## src/common/ex_pkg.sv

```systemverilog
package ex_pkg;

    localparam int DATA_W     = 32;        // gpr and hi/lo width
    localparam int REG_ADDR_W = 5;
    localparam int ALU_OP_W   = 8;

    // opcode codes
    localparam logic [ALU_OP_W-1:0] ALU_NOP_OP   = 8'h00;
    localparam logic [ALU_OP_W-1:0] ALU_OR_OP    = 8'h25;
    localparam logic [ALU_OP_W-1:0] ALU_AND_OP   = 8'h24;
    localparam logic [ALU_OP_W-1:0] ALU_XOR_OP   = 8'h26;
    localparam logic [ALU_OP_W-1:0] ALU_NOR_OP   = 8'h27;
    localparam logic [ALU_OP_W-1:0] ALU_SLL_OP   = 8'h7c;
    localparam logic [ALU_OP_W-1:0] ALU_SRL_OP   = 8'h02;
    localparam logic [ALU_OP_W-1:0] ALU_SRA_OP   = 8'h03;
    localparam logic [ALU_OP_W-1:0] ALU_MOVZ_OP  = 8'h0a;
    localparam logic [ALU_OP_W-1:0] ALU_MOVN_OP  = 8'h0b;
    localparam logic [ALU_OP_W-1:0] ALU_MFHI_OP  = 8'h10;
    localparam logic [ALU_OP_W-1:0] ALU_MTHI_OP  = 8'h11;
    localparam logic [ALU_OP_W-1:0] ALU_MFLO_OP  = 8'h12;
    localparam logic [ALU_OP_W-1:0] ALU_MTLO_OP  = 8'h13;
    localparam logic [ALU_OP_W-1:0] ALU_MULT_OP  = 8'h18;
    localparam logic [ALU_OP_W-1:0] ALU_MULTU_OP = 8'h19;
    localparam logic [ALU_OP_W-1:0] ALU_ADD_OP   = 8'h20;
    localparam logic [ALU_OP_W-1:0] ALU_ADDU_OP  = 8'h21;
    localparam logic [ALU_OP_W-1:0] ALU_SUB_OP   = 8'h22;
    localparam logic [ALU_OP_W-1:0] ALU_SUBU_OP  = 8'h23;
    localparam logic [ALU_OP_W-1:0] ALU_SLT_OP   = 8'h2a;
    localparam logic [ALU_OP_W-1:0] ALU_SLTU_OP  = 8'h2b;
    localparam logic [ALU_OP_W-1:0] ALU_TGE_OP   = 8'h30;
    localparam logic [ALU_OP_W-1:0] ALU_TGEU_OP  = 8'h31;
    localparam logic [ALU_OP_W-1:0] ALU_TLT_OP   = 8'h32;
    localparam logic [ALU_OP_W-1:0] ALU_TLTU_OP  = 8'h33;
    localparam logic [ALU_OP_W-1:0] ALU_TEQ_OP   = 8'h34;
    localparam logic [ALU_OP_W-1:0] ALU_TNE_OP   = 8'h36;
    localparam logic [ALU_OP_W-1:0] ALU_MADD_OP  = 8'ha6;
    localparam logic [ALU_OP_W-1:0] ALU_MADDU_OP = 8'ha8;
    localparam logic [ALU_OP_W-1:0] ALU_MUL_OP   = 8'ha9;
    localparam logic [ALU_OP_W-1:0] ALU_MSUB_OP  = 8'haa;
    localparam logic [ALU_OP_W-1:0] ALU_MSUBU_OP = 8'hab;
    localparam logic [ALU_OP_W-1:0] ALU_CLZ_OP   = 8'hb0;
    localparam logic [ALU_OP_W-1:0] ALU_CLO_OP   = 8'hb1;

    // result classes
    localparam int RES_SEL_W = 3;
    localparam logic [RES_SEL_W-1:0] RES_NOP   = 3'b000;
    localparam logic [RES_SEL_W-1:0] RES_LOGIC = 3'b001;
    localparam logic [RES_SEL_W-1:0] RES_SHIFT = 3'b010;
    localparam logic [RES_SEL_W-1:0] RES_MOVE  = 3'b011;
    localparam logic [RES_SEL_W-1:0] RES_ARITH = 3'b100;

    localparam int HILO_OP_W = 3;
    localparam logic [HILO_OP_W-1:0] HILO_NONE = 3'd0;
    localparam logic [HILO_OP_W-1:0] HILO_MTHI = 3'd1;
    localparam logic [HILO_OP_W-1:0] HILO_MTLO = 3'd2;
    localparam logic [HILO_OP_W-1:0] HILO_MULT = 3'd3;
    localparam logic [HILO_OP_W-1:0] HILO_ACC  = 3'd4;     // madd/msub family

    localparam int TRAP_W = 3;
    localparam logic [TRAP_W-1:0] TRAP_NONE = 3'd0;
    localparam logic [TRAP_W-1:0] TRAP_EQ   = 3'd1;
    localparam logic [TRAP_W-1:0] TRAP_NE   = 3'd2;
    localparam logic [TRAP_W-1:0] TRAP_GE   = 3'd3;
    localparam logic [TRAP_W-1:0] TRAP_LT   = 3'd4;

endpackage

```

## src/decode/ex_decode.sv

```systemverilog
`timescale 1ns/10ps

module ex_decode import ex_pkg::*; (
    input  logic [ALU_OP_W-1:0]  aluop_i,
    output logic [RES_SEL_W-1:0] res_sel_o,
    output logic                 signed_o,     // signed compare / product
    output logic                 sub_o,        // negate op2 in the adder
    output logic                 ovf_chk_o,
    output logic [HILO_OP_W-1:0] hilo_op_o,
    output logic [TRAP_W-1:0]    trap_cond_o
);

    always_comb begin
        res_sel_o   = RES_NOP;
        signed_o    = 1'b0;
        sub_o       = 1'b0;
        ovf_chk_o   = 1'b0;
        hilo_op_o   = HILO_NONE;
        trap_cond_o = TRAP_NONE;
        case (aluop_i)
            ALU_OR_OP, ALU_AND_OP, ALU_XOR_OP, ALU_NOR_OP: res_sel_o = RES_LOGIC;
            ALU_SLL_OP, ALU_SRL_OP, ALU_SRA_OP:            res_sel_o = RES_SHIFT;
            ALU_MOVN_OP, ALU_MOVZ_OP, ALU_MFHI_OP, ALU_MFLO_OP: begin
                res_sel_o = RES_MOVE;
            end
            ALU_ADD_OP: begin
                res_sel_o = RES_ARITH;
                signed_o  = 1'b1;
                ovf_chk_o = 1'b1;
            end
            ALU_SUB_OP: begin
                res_sel_o = RES_ARITH;
                signed_o  = 1'b1;
                sub_o     = 1'b1;
                ovf_chk_o = 1'b1;
            end
            ALU_SUBU_OP: begin
                res_sel_o = RES_ARITH;
                sub_o     = 1'b1;
            end
            ALU_SLT_OP: begin
                res_sel_o = RES_ARITH;
                signed_o  = 1'b1;
                sub_o     = 1'b1;
            end
            ALU_MUL_OP: begin
                res_sel_o = RES_ARITH;
                signed_o  = 1'b1;
            end
            ALU_ADDU_OP, ALU_SLTU_OP, ALU_CLZ_OP, ALU_CLO_OP: res_sel_o = RES_ARITH;
            ALU_MTHI_OP:  hilo_op_o = HILO_MTHI;
            ALU_MTLO_OP:  hilo_op_o = HILO_MTLO;
            ALU_MULTU_OP: hilo_op_o = HILO_MULT;
            ALU_MULT_OP: begin
                hilo_op_o = HILO_MULT;
                signed_o  = 1'b1;
            end
            ALU_MADDU_OP, ALU_MSUBU_OP: hilo_op_o = HILO_ACC;
            ALU_MADD_OP, ALU_MSUB_OP: begin
                hilo_op_o = HILO_ACC;
                signed_o  = 1'b1;
            end
            ALU_TEQ_OP:  trap_cond_o = TRAP_EQ;
            ALU_TNE_OP:  trap_cond_o = TRAP_NE;
            ALU_TGEU_OP: trap_cond_o = TRAP_GE;
            ALU_TLTU_OP: trap_cond_o = TRAP_LT;
            ALU_TGE_OP, ALU_TLT_OP: begin
                trap_cond_o = (aluop_i == ALU_TGE_OP) ? TRAP_GE : TRAP_LT;
                signed_o    = 1'b1;
                sub_o       = 1'b1;                // signed lt needs the difference
            end
            default: ;
        endcase
    end

    // overflow only makes sense on an adder result that gets written back
    always_comb begin
        assert final (!ovf_chk_o || res_sel_o == RES_ARITH);
    end

endmodule

```

## config.mk

```make
export PLATFORM = sky130hd
export DESIGN_NAME = ex_decode
export DESIGN_NICKNAME = d
export VERILOG_FILES = /design/src/common/ex_pkg.sv /design/src/decode/ex_decode.sv
export SDC_FILE = /design/constraint.sdc
export NUM_CORES = 1
export LEC_CHECK = 0
export BUFFER_PORTS_ARGS = -buffer_cell sky130_fd_sc_hd__buf_2
export CAP_MARGIN = 0
export CORE_AREA = 2 2 39 41
export DETAILED_ROUTE_END_ITERATION = 12
export DIE_AREA = 0 0 41 43
export PLACE_DENSITY_LB_ADDON = 0.3
export SETUP_SLACK_MARGIN = 0.3
export SLEW_MARGIN = 15
export SYNTH_ARGS = -nofsm -noshare
export SYNTH_HDL_FRONTEND = slang
export SYNTH_SLANG_ARGS = --single-unit
```

## constraint.sdc

```tcl
create_clock -name vclk -period 1.5
set_input_delay 0.225 -clock vclk [all_inputs]
set_output_delay 0.225 -clock vclk [all_outputs]
set_load 0.01 [all_outputs]
```

# Yosys cells after proc, flatten, opt, wreduce, memory -nomap -nowiden
# Cells that the tools add are included.
# word_totals
ff_bits	0
out_inout_bits	12
elab_cells	51
# classes
eq_ne	34
muxes	7
reduce_logical	10
# op_table
op	count
$eq 8x6->1 const B	16
$eq 8x8->1 const B	7
$eq 8x5->1 const B	6
$pmux 3 s4	2
$reduce_or 9->1	2
$eq 8x2->1 const B	2
$eq 8x4->1 const B	2
$pmux 3 s5	1
$reduce_or 4->1	3
$eq 8x7->1 const B	1
$reduce_or 2->1	3
$reduce_or 5->1	1
$mux 1	3
$mux 3	1
$reduce_or 3->1	1

# Longest topological paths before layout
# Gate-level depths: netlist of the first run.
# logic_depth
word_depth	3
mapped_depth	4
ltp_nobuf	3

# Least setup slack after synthesis of the first run
# Ideal clock, no wire load.
# synth_path
path_kind	input to output
start	input aluop_i[0]
end	output res_sel_o[1]
arrival_time_ps	1268
t_required_ps	1275
slack_ps	7
cell_stages	4
path_buffers	1
cell_sequence	buf_6 -> or3b_1 -> a2111o_1 -> a21oi_2
# synth_between
elab_chain_cells	3
elab_cells_between_ends	25
cone_classes	eq/ne (20); mux (1); reduce/logical (4)
# synth_lines
item	line_no	text
from (decl)	ex_decode.sv:4	input logic [ALU_OP_W-1:0] aluop_i,
$eq 8x6->1 (tied with other cells)	ex_decode.sv:20	case (aluop_i)
$reduce_or 9->1 (no source line) (tied with other cells)	n/a	
$pmux 3 s4 *	ex_decode.sv:20	
to (decl)	ex_decode.sv:5	output logic [RES_SEL_W-1:0] res_sel_o,
# Every way passes the cells marked *; elsewhere a longest branch is shown, timed or not.

# Worst setup path in the final report of the first run
# layout_path
start	input aluop_i[3]
end	output res_sel_o[1]
# The elaborated chain is that of the path after synthesis.

==> run_summary.xml, run 1 <==
<?xml version="1.0" encoding="UTF-8"?>
<metrics>
  <group name="placement">
    <metric name="detailedPlace.worstSlack" unit="ns">-0.04651</metric>
    <metric name="place.gp.congestion" unit="">0.7516</metric>
    <metric name="port_buffers" unit="">20</metric>
    <metric name="dp_hpwl" unit="um">966.8</metric>
    <metric name="placed_cells" unit="">105</metric>
  </group>
  <group name="timing">
    <metric name="maxClockFrequency" unit="GHz">0.6341</metric>
    <metric name="final_hold_viol_count" unit="">0</metric>
    <metric name="fraction_of_the_cycle_the_final_worst_path_needs" unit="">1.051</metric>
    <metric name="fin_ws" unit="ns">-0.07711</metric>
    <metric name="max_slew.worst_pin.slew" unit="ns">0.2199</metric>
    <metric name="final-max-slew-violation-count" unit="">0</metric>
    <metric name="slew_headroom" unit="">0.8532</metric>
    <metric name="finalSetupViolations" unit="">2</metric>
    <metric name="setup_repair_after_global_routing_missed_its_margin" unit="">yes</metric>
    <metric name="layout_min_cycle_time" unit="ns">1.577</metric>
  </group>
  <group name="yosys">
    <metric name="most_used_standard_cell_by_instance_count_after_synthesis" unit="">sky130_fd_sc_hd__nand2b_1</metric>
    <metric name="post_synth_num_cell_types" unit="">30</metric>
    <metric name="synth-compound-area-share" unit="">0.2830</metric>
    <metric name="netlist_top_cells_count" unit="">7 x sky130_fd_sc_hd__nand2b_1, 6 x sky130_fd_sc_hd__nor2_1, 5 x sky130_fd_sc_hd__nor2b_1</metric>
    <metric name="netlist_top_cells_area" unit="">sky130_fd_sc_hd__nand2b_1 11%, sky130_fd_sc_hd__nor2b_1 8.0%, sky130_fd_sc_hd__a2111o_1 5.8%, sky130_fd_sc_hd__nand3b_1 5.8%, sky130_fd_sc_hd__nor2_1 5.8%</metric>
    <metric name="yosysTopAreaCellShare" unit="">0.1125</metric>
    <metric name="syn_inst" unit="">59</metric>
    <metric name="yosys.area_share.xor_xnor" unit="">0</metric>
    <metric name="syn_nets" unit="">67</metric>
    <metric name="yosys.area_share.simple" unit="">0.6077</metric>
    <metric name="ys_warn_count" unit="">0</metric>
    <metric name="synth-adder-area-share" unit="">0</metric>
    <metric name="largest_family_of_logic_cells_by_synthesized_area" unit="">simple AND/OR/NAND/NOR gates</metric>
    <metric name="synth_sequential_area_ratio" unit="">0</metric>
    <metric name="post-synth-top-area-cell" unit="">sky130_fd_sc_hd__nand2b_1</metric>
    <metric name="syn_area_per_cell" unit="um^2">6.595</metric>
    <metric name="synth.cell_area" unit="um^2">389.1</metric>
    <metric name="synth.mux.area_fraction" unit="">0</metric>
  </group>
  <group name="worst_setup_path">
    <metric name="cp_data_arrival_time" unit="ns">1.35</metric>
    <metric name="timing.critical_path.required" unit="ns">1.27</metric>
    <metric name="setup_crit_path_kind" unit="">in2out</metric>
    <metric name="crit_path_max_fanout" unit="">3</metric>
    <metric name="endpoint_type_of_the_worst_setup_path" unit="">output pin</metric>
    <metric name="cp-start-kind" unit="">primary input</metric>
  </group>
  <group name="die">
    <metric name="die_height" unit="um">43</metric>
    <metric name="dieArea" unit="um^2">1763</metric>
    <metric name="floorplan.die.width" unit="um">41</metric>
    <metric name="pin_count" unit="">20</metric>
    <metric name="initial_core_util" unit="">0.2812</metric>
    <metric name="std_cell_rows" unit="">14</metric>
    <metric name="core_region_area" unit="um^2">1384</metric>
  </group>
  <group name="power">
    <metric name="vdd_ir_drop_max" unit="mV">0.1094</metric>
    <metric name="power.density" unit="nW/um^2">241.3</metric>
    <metric name="total_leakage_power" unit="nW">0.4486</metric>
    <metric name="total_power" unit="mW">0.2437</metric>
  </group>
  <group name="finish">
    <metric name="area.growth.synth_to_final" unit="%">159.5</metric>
    <metric name="finalCoreUtilization" unit="">0.7297</metric>
    <metric name="final_cell_count_no_fill" unit="">116</metric>
    <metric name="antenna_cells_inserted" unit="">0</metric>
    <metric name="numSequentialCells" unit="">0</metric>
    <metric name="nNetsFinal" unit="">110</metric>
    <metric name="clock_buffers" unit="">0</metric>
    <metric name="register_area" unit="um^2">0</metric>
    <metric name="final_layout_size_suffix_gt1_frac" unit="">0.7900</metric>
  </group>
  <group name="global_route">
    <metric name="grt_max_degree" unit="">10</metric>
    <metric name="grt.met2_usage" unit="">0.4031</metric>
    <metric name="grt_antenna_before_repair" unit="">0</metric>
    <metric name="global_route_wire_length_before_repair" unit="um">2953</metric>
    <metric name="grt.busiest_layer" unit="">met2</metric>
    <metric name="first_global_vias" unit="">667</metric>
    <metric name="gr-usage-met3" unit="">0.02094</metric>
    <metric name="globalRouteTotalUtil" unit="">0.2368</metric>
    <metric name="met1_usage" unit="">0.2943</metric>
    <metric name="global_route.overflow_total" unit="">0</metric>
  </group>
  <group name="min_path">
    <metric name="hold_start" unit="">aluop_i[2]</metric>
    <metric name="whs_path_depth" unit="">3</metric>
    <metric name="hold_path_class" unit="">in2out</metric>
    <metric name="hold-path-endpoint" unit="">res_sel_o[2]</metric>
  </group>
  <group name="drt">
    <metric name="detail_route.vias_per_cell" unit="">5.560</metric>
    <metric name="detail_route.drc_violations" unit="">0</metric>
    <metric name="routed_wirelength" unit="um">2131</metric>
    <metric name="first_pass_iters" unit="">4</metric>
    <metric name="detail_route.iter0.violations" unit="">7</metric>
    <metric name="vias" unit="">645</metric>
    <metric name="route.antenna.remaining_nets" unit="">0</metric>
    <metric name="detail_route.wl_per_cell" unit="um">18.37</metric>
  </group>
  <group name="outcome">
    <metric name="run_status" unit="">complete, but fails checks</metric>
    <metric name="failed_checks" unit="">negative setup slack</metric>
  </group>
  <group name="run">
    <metric name="maxCapViolations" unit="">0</metric>
  </group>
  <group name="clock_tree">
    <metric name="holdBufCountCts" unit="">0</metric>
  </group>
</metrics>
-- metal layers --
layer / routed length (um) / vias to the layer above
met5: 0 / -
met1: 796 / 307
met4: 102 / 0
met3: 71 / 10
met2: 1161 / 25
li1: - / 303
-- critical path, stage by stage --
cell and delay (ns):
sky130_fd_sc_hd__buf_8 0.10, sky130_fd_sc_hd__or3b_1 0.37, sky130_fd_sc_hd__a2111o_1 0.39, sky130_fd_sc_hd__a21oi_2 0.13
sky130_fd_sc_hd__buf_2 0.13
-- power breakdown --
part	internal [mW]	leakage [nW]	total [mW]	switching, mW
combinational	0.136	0.449	0.244	0.108
clock	0	0	0	0
sequential	0	0	0	0
-- cell families after synthesis --
| family | Yosys count |
|---|---|
| compound gates | 15 |
| simple gates | 37 |
| buf+inv | 7 |
-- how the worst max path moves through the flow --
stage                    start      endpoint  cells after the start
finish              aluop_i[3]  res_sel_o[1]                      5
global route        aluop_i[3]  res_sel_o[1]                      5
CTS                 aluop_i[3]  res_sel_o[1]                      5
detailed placement  aluop_i[3]  res_sel_o[1]                      5
global placement    aluop_i[3]  res_sel_o[1]                      5
floorplan           aluop_i[0]  res_sel_o[1]                      4
-- per-stage QoR --
stage	hold slack, ns	setup TNS (ns)	cell area, um^2
after floorplan	0.4760	0	397.9
after global placement	0.7451	-0.03832	595.6
after detailed placement	0.7398	-0.06265	595.6
after CTS	0.7347	-0.03735	927.1
after global routing	0.8042	-0.2006	1010
final	0.7801	-0.1300	1010
-- placed cells by master, fill, tap and decap left out, types with 3 or more instances in the layout --
cell type	netlist	routed
sky130_fd_sc_hd__nor2_4	0	4
sky130_fd_sc_hd__buf_8	0	4
sky130_fd_sc_hd__buf_2	1	11
sky130_fd_sc_hd__buf_4	2	10
sky130_fd_sc_hd__nand3b_1	3	3
sky130_fd_sc_hd__buf_6	1	22
sky130_fd_sc_hd__nand2b_4	0	6
sky130_fd_sc_hd__a21oi_2	1	5
-- cell type report --
class              instances  area, um^2
fillers                  101       374.1
inverters                  1       3.754
multi-input cells         52       548.0
well taps                 16       20.02
repair buffers            47       437.9
-- repair_timing --
| action | in CTS | in global routing |
|---|---|---|
| endpoints found under the setup margin | 12 | 12 |
| pin swaps | 18 | 10 |
| gates resized for setup | 57 | 17 |
| setup buffers | 10 | 1 |
(Power assumes the default switching activity.)
==> inputs of run 2 (changes only) <==
--- a/config.mk
+++ b/config.mk
@@ -6,10 +6,10 @@
 export NUM_CORES = 1
 export LEC_CHECK = 0
 export BUFFER_PORTS_ARGS = -buffer_cell sky130_fd_sc_hd__buf_2
-export CAP_MARGIN = 0
-export CORE_AREA = 2 2 39 41
+export CAP_MARGIN = 20
+export CORE_AREA = 10 10 47 49
 export DETAILED_ROUTE_END_ITERATION = 12
-export DIE_AREA = 0 0 41 43
+export DIE_AREA = 0 0 57 59
 export PLACE_DENSITY_LB_ADDON = 0.3
 export SETUP_SLACK_MARGIN = 0.3
 export SLEW_MARGIN = 15
==> run_summary.xml, run 2 (synthesis gave the netlist of run 1 again) <==
<?xml version="1.0" encoding="UTF-8"?>
<metrics>
  <group name="global_route">
    <metric name="grt_antenna_before_repair" unit="">0</metric>
    <metric name="first_global_vias" unit="">606</metric>
    <metric name="grt.met2_usage" unit="">0.1674</metric>
    <metric name="global_route.overflow_total" unit="">0</metric>
    <metric name="global_route_wire_length_before_repair" unit="um">2663</metric>
    <metric name="globalRouteTotalUtil" unit="">0.08930</metric>
    <metric name="met1_usage" unit="">0.1111</metric>
    <metric name="grt.busiest_layer" unit="">met2</metric>
    <metric name="gr-usage-met3" unit="">0.01073</metric>
    <metric name="grt_max_degree" unit="">11</metric>
  </group>
  <group name="drt">
    <metric name="detail_route.drc_violations" unit="">0</metric>
    <metric name="routed_wirelength" unit="um">1596</metric>
    <metric name="route.antenna.remaining_nets" unit="">0</metric>
    <metric name="vias" unit="">568</metric>
    <metric name="detail_route.vias_per_cell" unit="">5.117</metric>
    <metric name="detail_route.wl_per_cell" unit="um">14.38</metric>
    <metric name="first_pass_iters" unit="">4</metric>
    <metric name="detail_route.iter0.violations" unit="">8</metric>
  </group>
  <group name="run">
    <metric name="maxCapViolations" unit="">0</metric>
  </group>
  <group name="worst_setup_path">
    <metric name="cp_data_arrival_time" unit="ns">1.32</metric>
    <metric name="endpoint_type_of_the_worst_setup_path" unit="">output pin</metric>
    <metric name="crit_path_max_fanout" unit="">2</metric>
    <metric name="setup_crit_path_kind" unit="">in2out</metric>
    <metric name="cp-start-kind" unit="">primary input</metric>
    <metric name="timing.critical_path.required" unit="ns">1.27</metric>
  </group>
  <group name="die">
    <metric name="die_height" unit="um">59</metric>
    <metric name="floorplan.die.width" unit="um">57</metric>
    <metric name="dieArea" unit="um^2">3363</metric>
    <metric name="std_cell_rows" unit="">14</metric>
    <metric name="pin_count" unit="">20</metric>
    <metric name="initial_core_util" unit="">0.2777</metric>
    <metric name="core_region_area" unit="um^2">1401</metric>
  </group>
  <group name="placement">
    <metric name="port_buffers" unit="">20</metric>
    <metric name="dp_hpwl" unit="um">1081</metric>
    <metric name="detailedPlace.worstSlack" unit="ns">-0.06811</metric>
    <metric name="place.gp.congestion" unit="">0.8157</metric>
  </group>
  <group name="finish">
    <metric name="fillCellCount" unit="">130</metric>
    <metric name="numSequentialCells" unit="">0</metric>
    <metric name="area.growth.synth_to_final" unit="%">119.0</metric>
    <metric name="layout.cells.most_common_list" unit="">17 x sky130_fd_sc_hd__buf_6, 13 x sky130_fd_sc_hd__buf_2, 10 x sky130_fd_sc_hd__buf_4</metric>
    <metric name="nNetsFinal" unit="">105</metric>
    <metric name="clock_buffers" unit="">0</metric>
    <metric name="antenna_cells_inserted" unit="">0</metric>
    <metric name="finalCoreUtilization" unit="">0.6080</metric>
    <metric name="final_layout_size_suffix_gt1_frac" unit="">0.6737</metric>
    <metric name="register_area" unit="um^2">0</metric>
    <metric name="commonest_non_fill_non_tap_cell_in_the_layout" unit="">sky130_fd_sc_hd__buf_6</metric>
  </group>
  <group name="min_path">
    <metric name="hold_start" unit="">aluop_i[7]</metric>
    <metric name="hold_path_class" unit="">in2out</metric>
    <metric name="hold-path-endpoint" unit="">res_sel_o[1]</metric>
    <metric name="whs_path_depth" unit="">3</metric>
  </group>
  <group name="power">
    <metric name="power.density" unit="nW/um^2">226.3</metric>
    <metric name="vdd_ir_drop_max" unit="mV">0.1063</metric>
    <metric name="total_power" unit="mW">0.1928</metric>
    <metric name="total_leakage_power" unit="nW">0.3737</metric>
  </group>
  <group name="timing">
    <metric name="max_slew.worst_pin.slew" unit="ns">0.3034</metric>
    <metric name="maxClockFrequency" unit="GHz">0.6479</metric>
    <metric name="final_hold_viol_count" unit="">0</metric>
    <metric name="setup-tns-final" unit="ns">-0.04341</metric>
    <metric name="fin_ws" unit="ns">-0.04341</metric>
    <metric name="layout_min_cycle_time" unit="ns">1.543</metric>
    <metric name="fraction_of_the_cycle_the_final_worst_path_needs" unit="">1.029</metric>
    <metric name="final-max-slew-violation-count" unit="">0</metric>
    <metric name="finalSetupViolations" unit="">1</metric>
    <metric name="setup_repair_after_global_routing_missed_its_margin" unit="">yes</metric>
    <metric name="slew_headroom" unit="">0.7950</metric>
  </group>
  <group name="outcome">
    <metric name="failed_checks" unit="">negative setup slack</metric>
    <metric name="run_status" unit="">complete, but fails checks</metric>
  </group>
</metrics>
-- run 2: layout make-up --
| type | count | area [um^2] | area share |
|---|---|---|---|
| repair buffers | 42 | 361.6 | 0.4244 |
| multi-input cells | 52 | 466.7 | 0.5477 |
| well taps | 16 | 20.02 | 0.02349 |
| inverters | 1 | 3.754 | 0.004405 |
-- run 2: critical path: stages --
cell	delay, ns
sky130_fd_sc_hd__buf_6	0.10
sky130_fd_sc_hd__or3b_1	0.37
sky130_fd_sc_hd__a2111o_1	0.38
sky130_fd_sc_hd__a21oi_2	0.11
sky130_fd_sc_hd__buf_2	0.14
-- run 2: repair_timing --
action / CTS / global route
resized for setup: 42 / 7
hold buffers: 0 / 0
endpoints found under the setup margin: 12 / 12
pin swaps: 16 / 9
setup buffers: 6 / 1
-- run 2: worst max path at each step --
stage,end,start,depth (start not counted)
2_1_floorplan,res_sel_o[1],aluop_i[0],4
3_5_place_dp,res_sel_o[1],aluop_i[3],5
6_report,res_sel_o[1],aluop_i[3],5
4_1_cts,res_sel_o[1],aluop_i[3],5
3_3_place_gp,res_sel_o[1],aluop_i[3],5
5_1_grt,res_sel_o[1],aluop_i[3],5
-- run 2: stage by stage --
| step | std cells | cell area, um^2 | hold WS, ns |
|---|---|---|---|
| 2_1_floorplan | 59 | 397.9 | 0.4760 |
| 3_3_place_gp | 104 | 588.1 | 0.7549 |
| 3_5_place_dp | 104 | 588.1 | 0.7603 |
| 4_1_cts | 110 | 817.0 | 0.7450 |
| 5_1_grt | 111 | 852.1 | 0.7314 |
| 6_report | 111 | 852.1 | 0.7162 |
-- run 2: per-layer routing --
metal  part of all wire  wire [um]  vias up
met2               0.52        829        9
met5                  0          0        -
li1                   -          -      297
met4                  0          0        0
met3              0.040         64        0
met1               0.44        702      262
-- run 2: report_power, final --
part / total, mW / switching, mW / leakage, nW / internal (mW)
clock network: 0 / 0 / 0 / 0
registers: 0 / 0 / 0 / 0
logic: 0.193 / 0.0846 / 0.374 / 0.108
==> inputs of run 3 (changes only) <==
--- a/config.mk
+++ b/config.mk
@@ -7,9 +7,9 @@
 export LEC_CHECK = 0
 export BUFFER_PORTS_ARGS = -buffer_cell sky130_fd_sc_hd__buf_2
 export CAP_MARGIN = 20
-export CORE_AREA = 10 10 47 49
+export CORE_AREA = 3 3 40 42
 export DETAILED_ROUTE_END_ITERATION = 12
-export DIE_AREA = 0 0 57 59
+export DIE_AREA = 0 0 43 45
 export PLACE_DENSITY_LB_ADDON = 0.3
 export SETUP_SLACK_MARGIN = 0.3
 export SLEW_MARGIN = 15
==> run_summary.xml, run 3 (synthesis gave the netlist of run 1 again) <==
<?xml version="1.0" encoding="UTF-8"?>
<metrics>
  <group name="run">
    <metric name="maxCapViolations" unit="">0</metric>
  </group>
  <group name="placement">
    <metric name="placed_cells" unit="">103</metric>
    <metric name="place.gp.congestion" unit="">0.8011</metric>
    <metric name="detailedPlace.worstSlack" unit="ns">-0.04570</metric>
    <metric name="port_buffers" unit="">20</metric>
    <metric name="dp_hpwl" unit="um">1034</metric>
  </group>
  <group name="timing">
    <metric name="slew_headroom" unit="">0.8210</metric>
    <metric name="final-max-slew-violation-count" unit="">0</metric>
    <metric name="max_slew.worst_pin.slew" unit="ns">0.2647</metric>
    <metric name="setup-tns-final" unit="ns">-0.02490</metric>
    <metric name="maxClockFrequency" unit="GHz">0.6558</metric>
    <metric name="fin_ws" unit="ns">-0.02490</metric>
    <metric name="final_hold_viol_count" unit="">0</metric>
    <metric name="setup_repair_after_global_routing_missed_its_margin" unit="">yes</metric>
    <metric name="finalSetupViolations" unit="">1</metric>
    <metric name="fraction_of_the_cycle_the_final_worst_path_needs" unit="">1.017</metric>
    <metric name="layout_min_cycle_time" unit="ns">1.525</metric>
  </group>
  <group name="global_route">
    <metric name="global_route_wire_length_before_repair" unit="um">2373</metric>
    <metric name="global_route.overflow_total" unit="">0</metric>
    <metric name="grt_max_degree" unit="">8</metric>
    <metric name="globalRouteTotalUtil" unit="">0.1526</metric>
    <metric name="grt_antenna_before_repair" unit="">0</metric>
    <metric name="first_global_vias" unit="">531</metric>
  </group>
  <group name="worst_setup_path">
    <metric name="crit_path_max_fanout" unit="">3</metric>
    <metric name="crit_path_start" unit="">aluop_i[3]</metric>
    <metric name="setup_crit_path_kind" unit="">in2out</metric>
    <metric name="cp_data_arrival_time" unit="ns">1.30</metric>
    <metric name="timing.critical_path.required" unit="ns">1.27</metric>
    <metric name="cp-start-kind" unit="">primary input</metric>
    <metric name="endpoint_type_of_the_worst_setup_path" unit="">output pin</metric>
  </group>
  <group name="die">
    <metric name="initial_core_util" unit="">0.3028</metric>
    <metric name="pin_count" unit="">20</metric>
    <metric name="dieArea" unit="um^2">1935</metric>
    <metric name="std_cell_rows" unit="">13</metric>
    <metric name="core_region_area" unit="um^2">1285</metric>
    <metric name="die_height" unit="um">45</metric>
    <metric name="floorplan.die.width" unit="um">43</metric>
  </group>
  <group name="drt">
    <metric name="detail_route.wl_per_cell" unit="um">14.29</metric>
    <metric name="first_pass_iters" unit="">2</metric>
    <metric name="detail_route.iter0.violations" unit="">3</metric>
    <metric name="route.antenna.remaining_nets" unit="">0</metric>
    <metric name="detail_route.vias_per_cell" unit="">5.491</metric>
    <metric name="vias" unit="">604</metric>
    <metric name="detail_route.drc_violations" unit="">0</metric>
    <metric name="routed_wirelength" unit="um">1572</metric>
  </group>
  <group name="outcome">
    <metric name="run_status" unit="">complete, but fails checks</metric>
    <metric name="failed_checks" unit="">negative setup slack</metric>
  </group>
  <group name="power">
    <metric name="vdd_ir_drop_max" unit="mV">0.1110</metric>
    <metric name="total_power" unit="mW">0.1884</metric>
    <metric name="total_leakage_power" unit="nW">0.3712</metric>
    <metric name="power.density" unit="nW/um^2">228.5</metric>
  </group>
  <group name="min_path">
    <metric name="whs_path_depth" unit="">3</metric>
    <metric name="hold_path_class" unit="">in2out</metric>
    <metric name="hold_start" unit="">aluop_i[7]</metric>
  </group>
  <group name="finish">
    <metric name="layout.cells.most_common_list" unit="">14 x sky130_fd_sc_hd__buf_6, 12 x sky130_fd_sc_hd__buf_4, 12 x sky130_fd_sc_hd__buf_2</metric>
    <metric name="antenna_cells_inserted" unit="">0</metric>
    <metric name="area.growth.synth_to_final" unit="%">111.9</metric>
    <metric name="final_cell_count_no_fill" unit="">110</metric>
    <metric name="register_area" unit="um^2">0</metric>
    <metric name="final_layout_size_suffix_gt1_frac" unit="">0.6211</metric>
    <metric name="fillCellCount" unit="">115</metric>
    <metric name="commonest_non_fill_non_tap_cell_in_the_layout" unit="">sky130_fd_sc_hd__buf_6</metric>
    <metric name="numSequentialCells" unit="">0</metric>
    <metric name="nNetsFinal" unit="">105</metric>
    <metric name="clock_buffers" unit="">0</metric>
    <metric name="finalCoreUtilization" unit="">0.6417</metric>
  </group>
  <group name="clock_tree">
    <metric name="holdBufCountCts" unit="">0</metric>
  </group>
</metrics>
[run 3: worst max-delay path, cell delays in order]
cell and delay, ns:
sky130_fd_sc_hd__buf_6 0.10, sky130_fd_sc_hd__or3b_1 0.36, sky130_fd_sc_hd__a2111o_1 0.38, sky130_fd_sc_hd__a21oi_2 0.11, sky130_fd_sc_hd__buf_2 0.13
[run 3: repair_timing]
item,CTS,global route
gates resized for setup,33,10
buffers inserted,7,0
pin swaps,16,5
cloned,0,0
setup endpoints to repair,12,12
[run 3: where the power goes]
group,switching (mW),internal (mW)
clock network,0,0
registers,0,0
logic,0.0838,0.105
total,0.0838,0.105
[run 3: path summary, 6_finish.rpt]
check	end	slack [ns]
hold / removal	res_sel_o[1]	0.77
setup / recovery	res_sel_o[1]	-0.02
[run 3: final cells by class]
class,count,area [um^2],area share
well taps,15,18.77,0.02276
inverters,1,3.754,0.004552
multi-input cells,52,449.2,0.5448
repair buffers,42,352.8,0.4279
[run 3: through the flow]
step,cell area (um^2),hold slack (ns)
after floorplan,397.9,0.4760
after global placement,586.8,0.7420
after detailed placement,586.8,0.7425
after CTS,783.3,0.7723
after global routing,824.5,0.7772
final,824.5,0.7715
[run 3: per-layer routing]
layer  vias to the layer above  routed length, um  GRT usage
met5                         -                  0          0
met4                         0                 31    0.02410
met3                         4                 68   0.007968
met2                        17                780     0.2784
met1                       290                690     0.2024
li1                        293                  -          -
